[src/verilog/mac_tx_pkg.sv]
package mac_tx_pkg;

  ////////////////////////////////////////////////////////////
  // Word and field widths
  ////////////////////////////////////////////////////////////
  localparam int DATA_W = 64;
  localparam int KEEP_W = 8;

  typedef logic [DATA_W-1:0] data_t;
  typedef logic [KEEP_W-1:0] keep_t;
  typedef logic [47:0]       mac_t;
  typedef logic [15:0]       ethtype_t;

  // XGMII control characters
  localparam logic [7:0] XG_IDLE  = 8'h07;
  localparam logic [7:0] XG_START = 8'hFB;
  localparam logic [7:0] XG_TERM  = 8'hFD;

  localparam logic [7:0] PREAMBLE_BYTE = 8'h55;
  localparam logic [7:0] SFD_BYTE      = 8'hD5;

  // Payload FIFO entry
  typedef struct packed {
    data_t data;
    keep_t keep;
    logic  last;
  } beat_t;

  // Header FIFO entry
  typedef struct packed {
    mac_t     dst_mac;
    ethtype_t ether_type;
  } header_t;

  // Reflected CRC-32
  localparam logic [31:0] CRC_POLY = 32'hEDB88320;
  localparam logic [31:0] CRC_INIT = 32'hFFFFFFFF;

endpackage
[src/verilog/xgmii_encoder.sv]
`timescale 1ns/100ps

module xgmii_encoder import mac_tx_pkg::*; (
  input  logic  i_clk,
  input  logic  i_rst,
  input  logic  i_valid,
  input  data_t i_data,
  input  keep_t i_keep,
  input  logic  i_sof,
  input  logic  i_eof,
  output data_t o_txd,
  output keep_t o_txc
);

  logic [KEEP_W:0] keep_ext;
  data_t           txd_nxt;
  keep_t           txc_nxt;
  logic            term_pending;

  ////////////////////////////////////////////////////////////
  // Lane mapping
  ////////////////////////////////////////////////////////////
  always_comb begin
    // Guard bit above lane 7 places the terminate lane
    keep_ext = {1'b1, i_keep};
    txd_nxt  = {KEEP_W{XG_IDLE}};
    txc_nxt  = '1;
    if (term_pending) begin
      txd_nxt[DATA_W-1 -: 8] = XG_TERM;
    end else if (i_valid && i_sof) begin
      txd_nxt = {XG_START, i_data[DATA_W-9:0]};
      txc_nxt = {1'b1, {(KEEP_W-1){1'b0}}};
    end else if (i_valid) begin
      for (int i = 0; i < KEEP_W; i++) begin
        if (keep_ext[i]) begin
          txd_nxt[8*i +: 8] = i_data[8*i +: 8];
          txc_nxt[i]        = 1'b0;
        end else if (keep_ext[i+1]) begin
          txd_nxt[8*i +: 8] = XG_TERM;
        end
      end
    end
  end

  always_ff @(posedge i_clk or posedge i_rst) begin
    if (i_rst) begin
      o_txd        <= {KEEP_W{XG_IDLE}};
      o_txc        <= '1;
      term_pending <= 1'b0;
    end else begin
      o_txd <= txd_nxt;
      o_txc <= txc_nxt;
      // Terminate goes out alone after a full last word
      term_pending <= i_valid && i_eof && (&i_keep);
    end
  end

endmodule

[config.mk]
export PLATFORM = sky130hd
export DESIGN_NAME = xgmii_encoder
export DESIGN_NICKNAME = d
export VERILOG_FILES = /design/src/verilog/mac_tx_pkg.sv /design/src/verilog/xgmii_encoder.sv
export SDC_FILE = /design/constraint.sdc
export NUM_CORES = 1
export LEC_CHECK = 0
export CORE_AREA = 2 2 144 90
export CTS_CLUSTER_SIZE = 25
export DETAILED_ROUTE_END_ITERATION = 12
export DIE_AREA = 0 0 146 92
export DONT_BUFFER_PORTS = 1
export PLACE_DENSITY_LB_ADDON = 0.3
export RECOVER_POWER = 50
export SYNTH_ARGS = -nofsm -noshare
export SYNTH_HDL_FRONTEND = slang
export SYNTH_SLANG_ARGS = --single-unit
[constraint.sdc]
create_clock -name i_clk -period 2.4 [get_ports i_clk]
set_input_delay 0.12 -clock i_clk [delete_from_list [all_inputs] [get_ports i_clk]]
set_output_delay 0.12 -clock i_clk [all_outputs]
set_load 0.005 [all_outputs]
==> key figures <==
Synth
  – Synth area leaders: dfrtp_1 (35%), dfstp_2 (28%), a21oi_2 (10%)
  – Mean post-synth cell area: between 10 and 15 µm²
  – Top post-synthesis cells by count: dfrtp_1 (41), a21oi_2 (35), o21ai_0 (34), dfstp_2 (32), o21ai_1 (16)
  – Post-synthesis cell count: 239
  – Most frequent cell after synthesis: dfrtp_1
  – Synth top area share: approximately a third
  – Post-synth EDFFs: 0
  – Post-synth top area cell: dfrtp_1
  – Fraction of registers with async set or reset after synthesis: 100%
  – #FFs+latches synth: 73
  – Yosys warnings: 0
  – Synthesized cell area: between 2000 and 3000 µm²
  – Prevailing post-synth register cell: dfrtp_1
  – Post-synth cell types: 24
  – Sequential-to-total area share from yosys stat: 62.8%
  – Syn nets: about 320

Job
  – Max Cap Viol: 1

Worst setup path
  – Critical Path AT: 2.12 ns
  – CP endpoint kind: flop
  – Required time of the critical path: 2.65 ns
  – Max FO, Critical Path: 15
  – Startpoint types: flop
  – CP cell instances: and2b_1 -> o311ai_1 -> dlygate4sd3_1
  – Slowest stage delay, CP: between 0.5 and 0.6 ns
  – CP max stage cell: dlygate4sd3_1
  – Crit Path Class: flop to flop

Clock tree
  – Post-CTS Setup Repair Bufs: 0
  – H-tree depth: 3
  – Clk root buf: clkbuf_16
  – Post-CTS Resized: 0
  – Worst skew pair latency: 0.32 ns
  – Clock buffer depth: 2
  – TritonCTS Buffers: 9
  – Clk slew on worst S/H paths: 0.05 ns
  – CTS tree: done
  – TritonCTS Sinks: 73

Timing
  – Part of the cycle the worst path needs: 77.7%
  – RSZ-0062 raised after global routing: false
  – Clock skew: 0.00378 ns
  – Final setup fails: 0
  – Min Clock Period, post-route: 1.87 ns
  – Setup total negative slack: 0 ns
  – Relative slew slack: -4.33%
  – Peak Freq: 0.536 GHz
  – Worst Tran Pin Value: around 1.6 ns
  – Hold Vio Cnt, Final: 0
  – WHS: roughly 0.025 ns
  – Max Slew Vio Count: 34

Floorplan
  – I/O pins: 149
  – Die W: about 150 µm
  – Core Region: 12300 µm²
  – Row cnt: 32
  – Initial Util: 24.1%
  – DIE AREA: 13400 µm²
  – Die height: 92 µm

Cells and area
  – Fillers: 1275
  – Design Area, Final: 4190 µm²
  – Fin cells: slightly below 500
  – Layout cells sized above 1: 23.1%
  – Area grow syn2layout: 41.2%
  – Final nets: 388
  – Ant. Diodes: 0

Drt
  – DR pass1 iterations: 4
  – Residual DRC count: 0
  – Initial DRC Count: 48
  – Via/cell ratio: 4.54
  – Overall via count from detail_route: 2206
  – Avg WL per Cell: 18.4 µm
  – Detailed Route WL: between 8000 and 9000 µm
  – Post-DRT Antenna Nets: 0

Place
  – Placed cell areas: 3070 µm²
  – PortBufs: 0
  – Final Wtd Congestion: 0.725
  – # placed instances: 387
  – Post-DP HPWL: between 5000 and 6000 µm

Power and ir drop
  – Pwr dens: 708 nW/µm²
  – VDD IR-drop max: 274 µV
  – LEAKAGE: 1.59 nW
  – Total power: 2.97 mW

Hold path
  – Hold Path Class: input port to flop

Global route
  – Vias in the first global route: 2403
  – Initial antenna violation count: 0
  – Total grt overflow: 0
  – Largest net degree at the start of global routing: 63
  – Wire length of the first global-routing pass: 14300 µm
  – GRT Total Usage: 14.2%

Outcome
  – Failing checks: capacitance limit, slew limit
  – Status: finished with violations
==> state kept, by name, indices dropped and copies added (netlist names) <==
register      flops
o_txc             8
term_pending      1
o_txd            64
==> stage by stage <==
stage | util (%) | setup slack, ns
floorplan | - | 0.480
global placement | 24.9 | 0.836
detailed placement | 24.9 | 0.770
CTS | 34.0 | 0.525
global route | 34.0 | 0.340
finish | 34.0 | 0.534
==> final timing paths <==
check,startpoint,end,slack [ns],cells after the start
max,term_pending,o_txd[49],0.53,3
min,i_data[60],o_txd[60],0.02,2
max reg2reg,term_pending,o_txd[49],0.53,3
min reg2reg,term_pending,o_txd[63],0.68,1
max in group asynchronous,i_rst,o_txd[26],0.89,3
min in group asynchronous,i_rst,o_txd[28],0.63,2
==> power by group <==
group	leakage (nW)	internal [mW]	switching, mW	total [mW]
combinational	0.598	0.157	0.137	0.294
clock	0.144	0.830	0.478	1.31
sequential	0.850	1.32	0.0456	1.37
==> timing repair <==
action                                  4_1_cts  5_1_grt
hold endpoints to repair                     88        0
endpoints found under the setup margin        0        0
hold buffers                                 83        0
==> logic make-up after synthesis <==
| family | Yosys count | share of synthesized area [%] |
|---|---|---|
| compound gates | 98 | 22.3 |
| buf+inv | 25 | 4.68 |
| simple gates | 43 | 10.2 |
| flops | 73 | 62.8 |
==> critical path, delay by kind of cell, from the launching register on <==
kind,cells,cell delay (ns)
AND/OR/NAND/NOR,1,0.55
AO/OA/AOI/OAI,1,0.16
flip-flops,1,0.49
buffers and inverters,1,0.59
==> layout by cell type, fill, tap and decap left out, types with 2 or more instances in the layout <==
master / netlist / routed
clkbuf_16: 0 / 9
or3b_1: 5 / 5
a21o_1: 5 / 5
o21ai_1: 16 / 16
o21ai_0: 34 / 34
dfrtp_1: 41 / 41
dfstp_1: 0 / 18
or3b_4: 7 / 7
a21oi_2: 35 / 35
clkbuf_1: 7 / 3
or3_1: 15 / 15
dfstp_2: 32 / 14
nor2_1: 7 / 7
nand4_1: 2 / 2
clkinv_2: 0 / 2
dlygate4sd3_1: 0 / 83
o311ai_1: 7 / 7
nand2_1: 2 / 2
==> area by class of cell <==
type                            instances  area [µm²]  share of cell area (%)
Sequential cell                        73        1870                    44.5
Multi-Input combinational cell        141         965                    23.0
Timing Repair Buffer                   84         851                    20.3
Clock buffer                           13         250                    5.97
Tap cell                              170         213                    5.07
Clock inverter                          3        40.0                   0.955
Inverter                                2        8.76                   0.209
==> metal layers <==
metal,vias up,track usage [%],part of all wire (%)
li1,987,-,-
met1,1117,18.6,45
met2,94,21.3,45
met3,8,6.57,8.9
met4,0,3.56,0.84
met5,-,0,0
No activity file was read; power rests on OpenSTA's default activity.
