==> config.mk <==
export PLATFORM = sky130hd
export DESIGN_NAME = header_inserter
export DESIGN_NICKNAME = d
export VERILOG_FILES = /design/src/verilog/mac_tx_pkg.sv /design/src/verilog/header_inserter.sv
export SDC_FILE = /design/constraint.sdc
export NUM_CORES = 1
export LEC_CHECK = 0
export BUFFER_PORTS_ARGS = -buffer_cell sky130_fd_sc_hd__buf_2
export CORE_MARGIN = 2
export CORE_UTILIZATION = 35
export DETAILED_ROUTE_END_ITERATION = 10
export GPL_TIMING_DRIVEN = 1
export PLACE_DENSITY_LB_ADDON = 0.2
export SLEW_MARGIN = 20
export SYNTH_ARGS = -nofsm -noshare
export SYNTH_HDL_FRONTEND = slang
export SYNTH_SLANG_ARGS = --single-unit
==> constraint.sdc <==
create_clock -name i_clk -period 2.3 [get_ports i_clk]
set_input_delay 0.23 -clock i_clk [delete_from_list [all_inputs] [get_ports i_clk]]
set_output_delay 0.23 -clock i_clk [all_outputs]
set_load 0.03 [all_outputs]
==> src/verilog/mac_tx_pkg.sv <==
package mac_tx_pkg;

  ////////////////////////////////////////////////////////////
  // Word and field widths
  ////////////////////////////////////////////////////////////
  localparam int DATA_W = 64;
  localparam int KEEP_W = 8;

  typedef logic [DATA_W-1:0] data_t;
  typedef logic [KEEP_W-1:0] keep_t;
  typedef logic [47:0]       mac_t;
  typedef logic [15:0]       ethtype_t;

  // XGMII control characters
  localparam logic [7:0] XG_IDLE  = 8'h07;
  localparam logic [7:0] XG_START = 8'hFB;
  localparam logic [7:0] XG_TERM  = 8'hFD;

  localparam logic [7:0] PREAMBLE_BYTE = 8'h55;
  localparam logic [7:0] SFD_BYTE      = 8'hD5;

  // Payload FIFO entry
  typedef struct packed {
    data_t data;
    keep_t keep;
    logic  last;
  } beat_t;

  // Header FIFO entry
  typedef struct packed {
    mac_t     dst_mac;
    ethtype_t ether_type;
  } header_t;

  // Reflected CRC-32
  localparam logic [31:0] CRC_POLY = 32'hEDB88320;
  localparam logic [31:0] CRC_INIT = 32'hFFFFFFFF;

endpackage
==> src/verilog/header_inserter.sv <==
`timescale 1ns/100ps

module header_inserter import mac_tx_pkg::*; #(
  parameter mac_t P_SRC_MAC   = 48'h02_00_00_00_00_01,
  parameter int   P_GAP_WORDS = 4
) (
  input  logic    i_clk,
  input  logic    i_rst,
  input  logic    i_frame_ready,
  input  header_t i_header,
  input  beat_t   i_beat,
  output logic    o_hdr_pop,
  output logic    o_beat_pop,
  output logic    o_valid,
  output data_t   o_data,
  output keep_t   o_keep,
  output logic    o_sof,
  output logic    o_eof
);

  localparam int GAP_W = $clog2(P_GAP_WORDS + 2);

  typedef enum logic [2:0] {
    S_GAP,
    S_HDR1,
    S_HDR2,
    S_PAYLOAD,
    S_TAIL
  } state_t;

  state_t           state;
  logic [GAP_W-1:0] gap_cnt;
  logic             gap_done;
  logic             tail_spill;
  header_t          hdr_q;
  logic [47:0]      carry;
  logic [5:0]       carry_keep;

  assign gap_done   = (gap_cnt >= GAP_W'(P_GAP_WORDS));
  assign o_hdr_pop  = (state == S_GAP) && gap_done && i_frame_ready;
  assign o_beat_pop = (state == S_HDR2) || (state == S_PAYLOAD);

  // Last beat bytes 2..7 land in the next word
  assign tail_spill = i_beat.keep[5];

  ////////////////////////////////////////////////////////////
  // Sequencing
  ////////////////////////////////////////////////////////////
  always_ff @(posedge i_clk or posedge i_rst) begin
    if (i_rst) begin
      state   <= S_GAP;
      gap_cnt <= '0;
      o_valid <= 1'b0;
      o_sof   <= 1'b0;
      o_eof   <= 1'b0;
    end else begin
      o_valid <= 1'b0;
      o_sof   <= 1'b0;
      o_eof   <= 1'b0;
      case (state)
        S_GAP: begin
          if (!gap_done) begin
            gap_cnt <= gap_cnt + 1'b1;
          end
          if (o_hdr_pop) begin
            o_valid <= 1'b1;
            o_sof   <= 1'b1;
            state   <= S_HDR1;
          end
        end
        S_HDR1: begin
          o_valid <= 1'b1;
          state   <= S_HDR2;
        end
        S_HDR2, S_PAYLOAD: begin
          o_valid <= 1'b1;
          if (!i_beat.last) begin
            state <= S_PAYLOAD;
          end else if (tail_spill) begin
            state <= S_TAIL;
          end else begin
            o_eof   <= 1'b1;
            gap_cnt <= '0;
            state   <= S_GAP;
          end
        end
        S_TAIL: begin
          o_valid <= 1'b1;
          o_eof   <= 1'b1;
          gap_cnt <= '0;
          state   <= S_GAP;
        end
        default: state <= S_GAP;
      endcase
    end
  end

  ////////////////////////////////////////////////////////////
  // Word assembly
  ////////////////////////////////////////////////////////////
  always_ff @(posedge i_clk) begin
    case (state)
      S_GAP: begin
        hdr_q  <= i_header;
        o_data <= {XG_START, {6{PREAMBLE_BYTE}}, SFD_BYTE};
        o_keep <= '1;
      end
      S_HDR1: begin
        o_data <= {hdr_q.dst_mac, P_SRC_MAC[47:32]};
        o_keep <= '1;
      end
      S_HDR2: begin
        o_data     <= {P_SRC_MAC[31:0], hdr_q.ether_type, i_beat.data[63:48]};
        o_keep     <= {6'h3f, i_beat.keep[7:6]};
        carry      <= i_beat.data[47:0];
        carry_keep <= i_beat.keep[5:0];
      end
      S_PAYLOAD: begin
        o_data     <= {carry, i_beat.data[63:48]};
        o_keep     <= {6'h3f, i_beat.keep[7:6]};
        carry      <= i_beat.data[47:0];
        carry_keep <= i_beat.keep[5:0];
      end
      default: begin
        o_data <= {carry, 16'h0000};
        o_keep <= {carry_keep, 2'b00};
      end
    endcase
  end

endmodule

==> impl_metrics.ini <==
[critical_path]
end_kind = output pin
critPathKind = register to output pin
critical_path.top_delay_family = buffers and inverters
worstRegToRegCells = 3
required_ns = 2.07
r2r_start = state[2]
cp_num_buf_inv = 2
cp_slowest_cell = dfrtp_2
crit_path_start_kind = register
slowest_delay_ns = 0.52
crit_chain = nand2b_1 -> inv_2 -> buf_2
cp-startpoint = state[2]
crit_cells = 3
critPathMaxFanout = 19
crit_arrival_ns = 1.89

[floorplanning]
dieArea_um2 = 19800
fp.coreArea_um2 = 18100
fp.dieW_um = 141
rows = 49
die-height_um = 141
ioPinCount = 217
start_util_pct = 36.0

[cts]
htreeDepth = 4
cts_buffers = 17
cts_sinks = 199
root_buffer = clkbuf_16
cts_tree = yes
clk_pin_slew_ns = 0.07
clk_latency_ns = 0.43
clockBufferDepth = 2

[cells_and_area]
n_antenna_cell = 0
postLayoutCoreUtil_pct = 54.4
stdcell_area_um2 = 9870
layout-drive-gt1-share_pct = 33.5
nets = 925
finalNonFillerCells = 1026
final_common_cell = buf_2
area_growth_pct = 50.9
layout_common_cells = 216 x buf_2, 135 x dlygate4sd3_1, 118 x edfxtp_1, 72 x dfxtp_1, 50 x nand2_1

[timing]
min_period_ns = 2.12
rsz0062_at_grt = no
worstMarginPinSlew_ns = 0.621
drv_slew = 0
skew_ns = 0.0126
finalCritPeriodShare_pct = 92.2
setup_violations = 0
finalHoldViolCount = 0
finalSetupTns_ns = 0
slew_headroom_pct = 58.6
setup_ws_ns = 0.179
fmax_ghz = 0.471

[routing]
vias = 4794
drt_wl_total_mm = 16.8
drtIter0Drc = 244
wl_per_cell_um = 16.4
ant_nets = 0
drtPass1Iterations = 4
detail_route.drc_violations = 0
viasPerCell = 4.67

[grt]
grt_pass1_wl_mm = 26.2
antenna_found_initial = 0
grt_pass1_vias = 5101
gr-total-overflow = 0
grt_usage_pct = 17.3
grt_max_degree = 51

[yosys]
synth_ff_type = edfxtp_1
yosysSeqAreaShare_pct = 79.7
ys_ff_latch = 199
synth_warnings = 0
synth.distinct_cells = 36
async_flop_share_pct = 4.52
netlist_area_um2 = 6540
synth_edf_count = 118
syn_nets = 566
synth_area_per_cell_um2 = 15.4
netlist_instances = 425

[min_path]
hold_class = primary input to register
hp-start = i_beat[6]
min_path_cells = 1

[place]
dpl.hpwl_mm = 10.3
place_area_um2 = 7920
gp_congestion = 0.780
port_buffers = 216
pre_cts_slack_ns = 0.500
dp_cells = 859

[pwr]
p_leak_nw = 4.13
max-vdd-ir-drop_v = 0.000801
p_per_area_nw_per_um2 = 1310

[outcome]
status = complete, no violations

[run]
max_cap_viol_count = 0
[worst reg2reg max path, delay by kind of cell, from the launching register on]
kind,cells,cell delay (ns)
and+or+nand+nor,1,0.21
DFF,1,0.52
buffers and inverters,2,0.75
[cell type report]
type,instances,area (um2)
tap,229,287
sequential,199,5210
clock inverter,14,169
timing repair buffer,365,2560
clock buffer,18,429
fill,1525,8280
inverter,6,22.5
multi-input combinational,195,1190
[Yosys cell counts, drive strengths merged (3+ instances only)]
library cell	number	share of area [%]
nor2	4	0.27
a21oi	10	0.77
nand2b	9	0.86
and2	14	1.3
edfxtp	118	54
a22oi	13	1.5
o21ai	33	2.5
a22o	8	1.1
dfxtp	72	22
o22ai	9	0.86
a221o	8	1.2
dfrtp	9	3.4
a21o	10	1.1
buf	17	1.5
a211oi	3	0.34
and3	3	0.29
inv	6	0.34
o32ai	8	1.1
nand2	50	2.9
clkbuf	8	0.48
[kinds of logic (layout without fill, tap and decap cells)]
family                     after synthesis  after routing  share of synthesized area (%)
adders and majority gates                1              1                          0.191
buffers and inverters                   31            403                           2.33
AOI/OAI and AO/OA                      108            108                           11.3
DFF                                    199            199                           79.7
and+or+nand+nor                         82             82                           5.80
muxes                                    4              4                          0.651
[stage by stage]
step	total power, mW	hold WS [ns]
4_1_cts	13.1	0.000423
5_1_grt	13.7	0.00395
6_report	12.9	0.0255
2_1_floorplan	8.44	0.0579
3_5_place_dp	9.89	0.218
3_3_place_gp	9.79	0.214
[timing repair]
item                      in CTS  in global routing
hold buffers                 135                  0
buffers inserted               0                  0
resized for setup              0                  0
hold endpoints to repair     143                  0
[flip-flops by register name, indices dropped and copies added, names as in the netlist]
register / cells
carry: 48
carry_keep: 6
gap_cnt: 3
hdr_q: 64
o_data: 64
o_eof: 1
o_keep: 8
o_sof: 1
o_valid: 1
state: 3
[per-layer routing]
metal  global-route usage, %  wire length, um  up-vias
met5                       0                0        -
met2                    30.5             8580      180
met1                    19.2             6660     2288
met3                    5.54             1030       38
met4                    7.37              531        0
li1                        -                -     2288
[final timing paths]
kind | endpoint | slack [ns]
setup / recovery | o_beat_pop | 0.18
hold / removal | carry_keep[5] | 0.03
min in group asynchronous | o_eof | 0.35
hold reg to reg | o_keep[5] | 0.43
max in group asynchronous | state[2] | 1.66
setup reg to reg | carry[33] | 0.51
[power breakdown]
group	internal [mW]	switching, mW
Clock	1.64	1.33
Combinational	1.40	2.85
Sequential	5.29	0.418
Note: power is estimated with default switching activity, not from simulation.
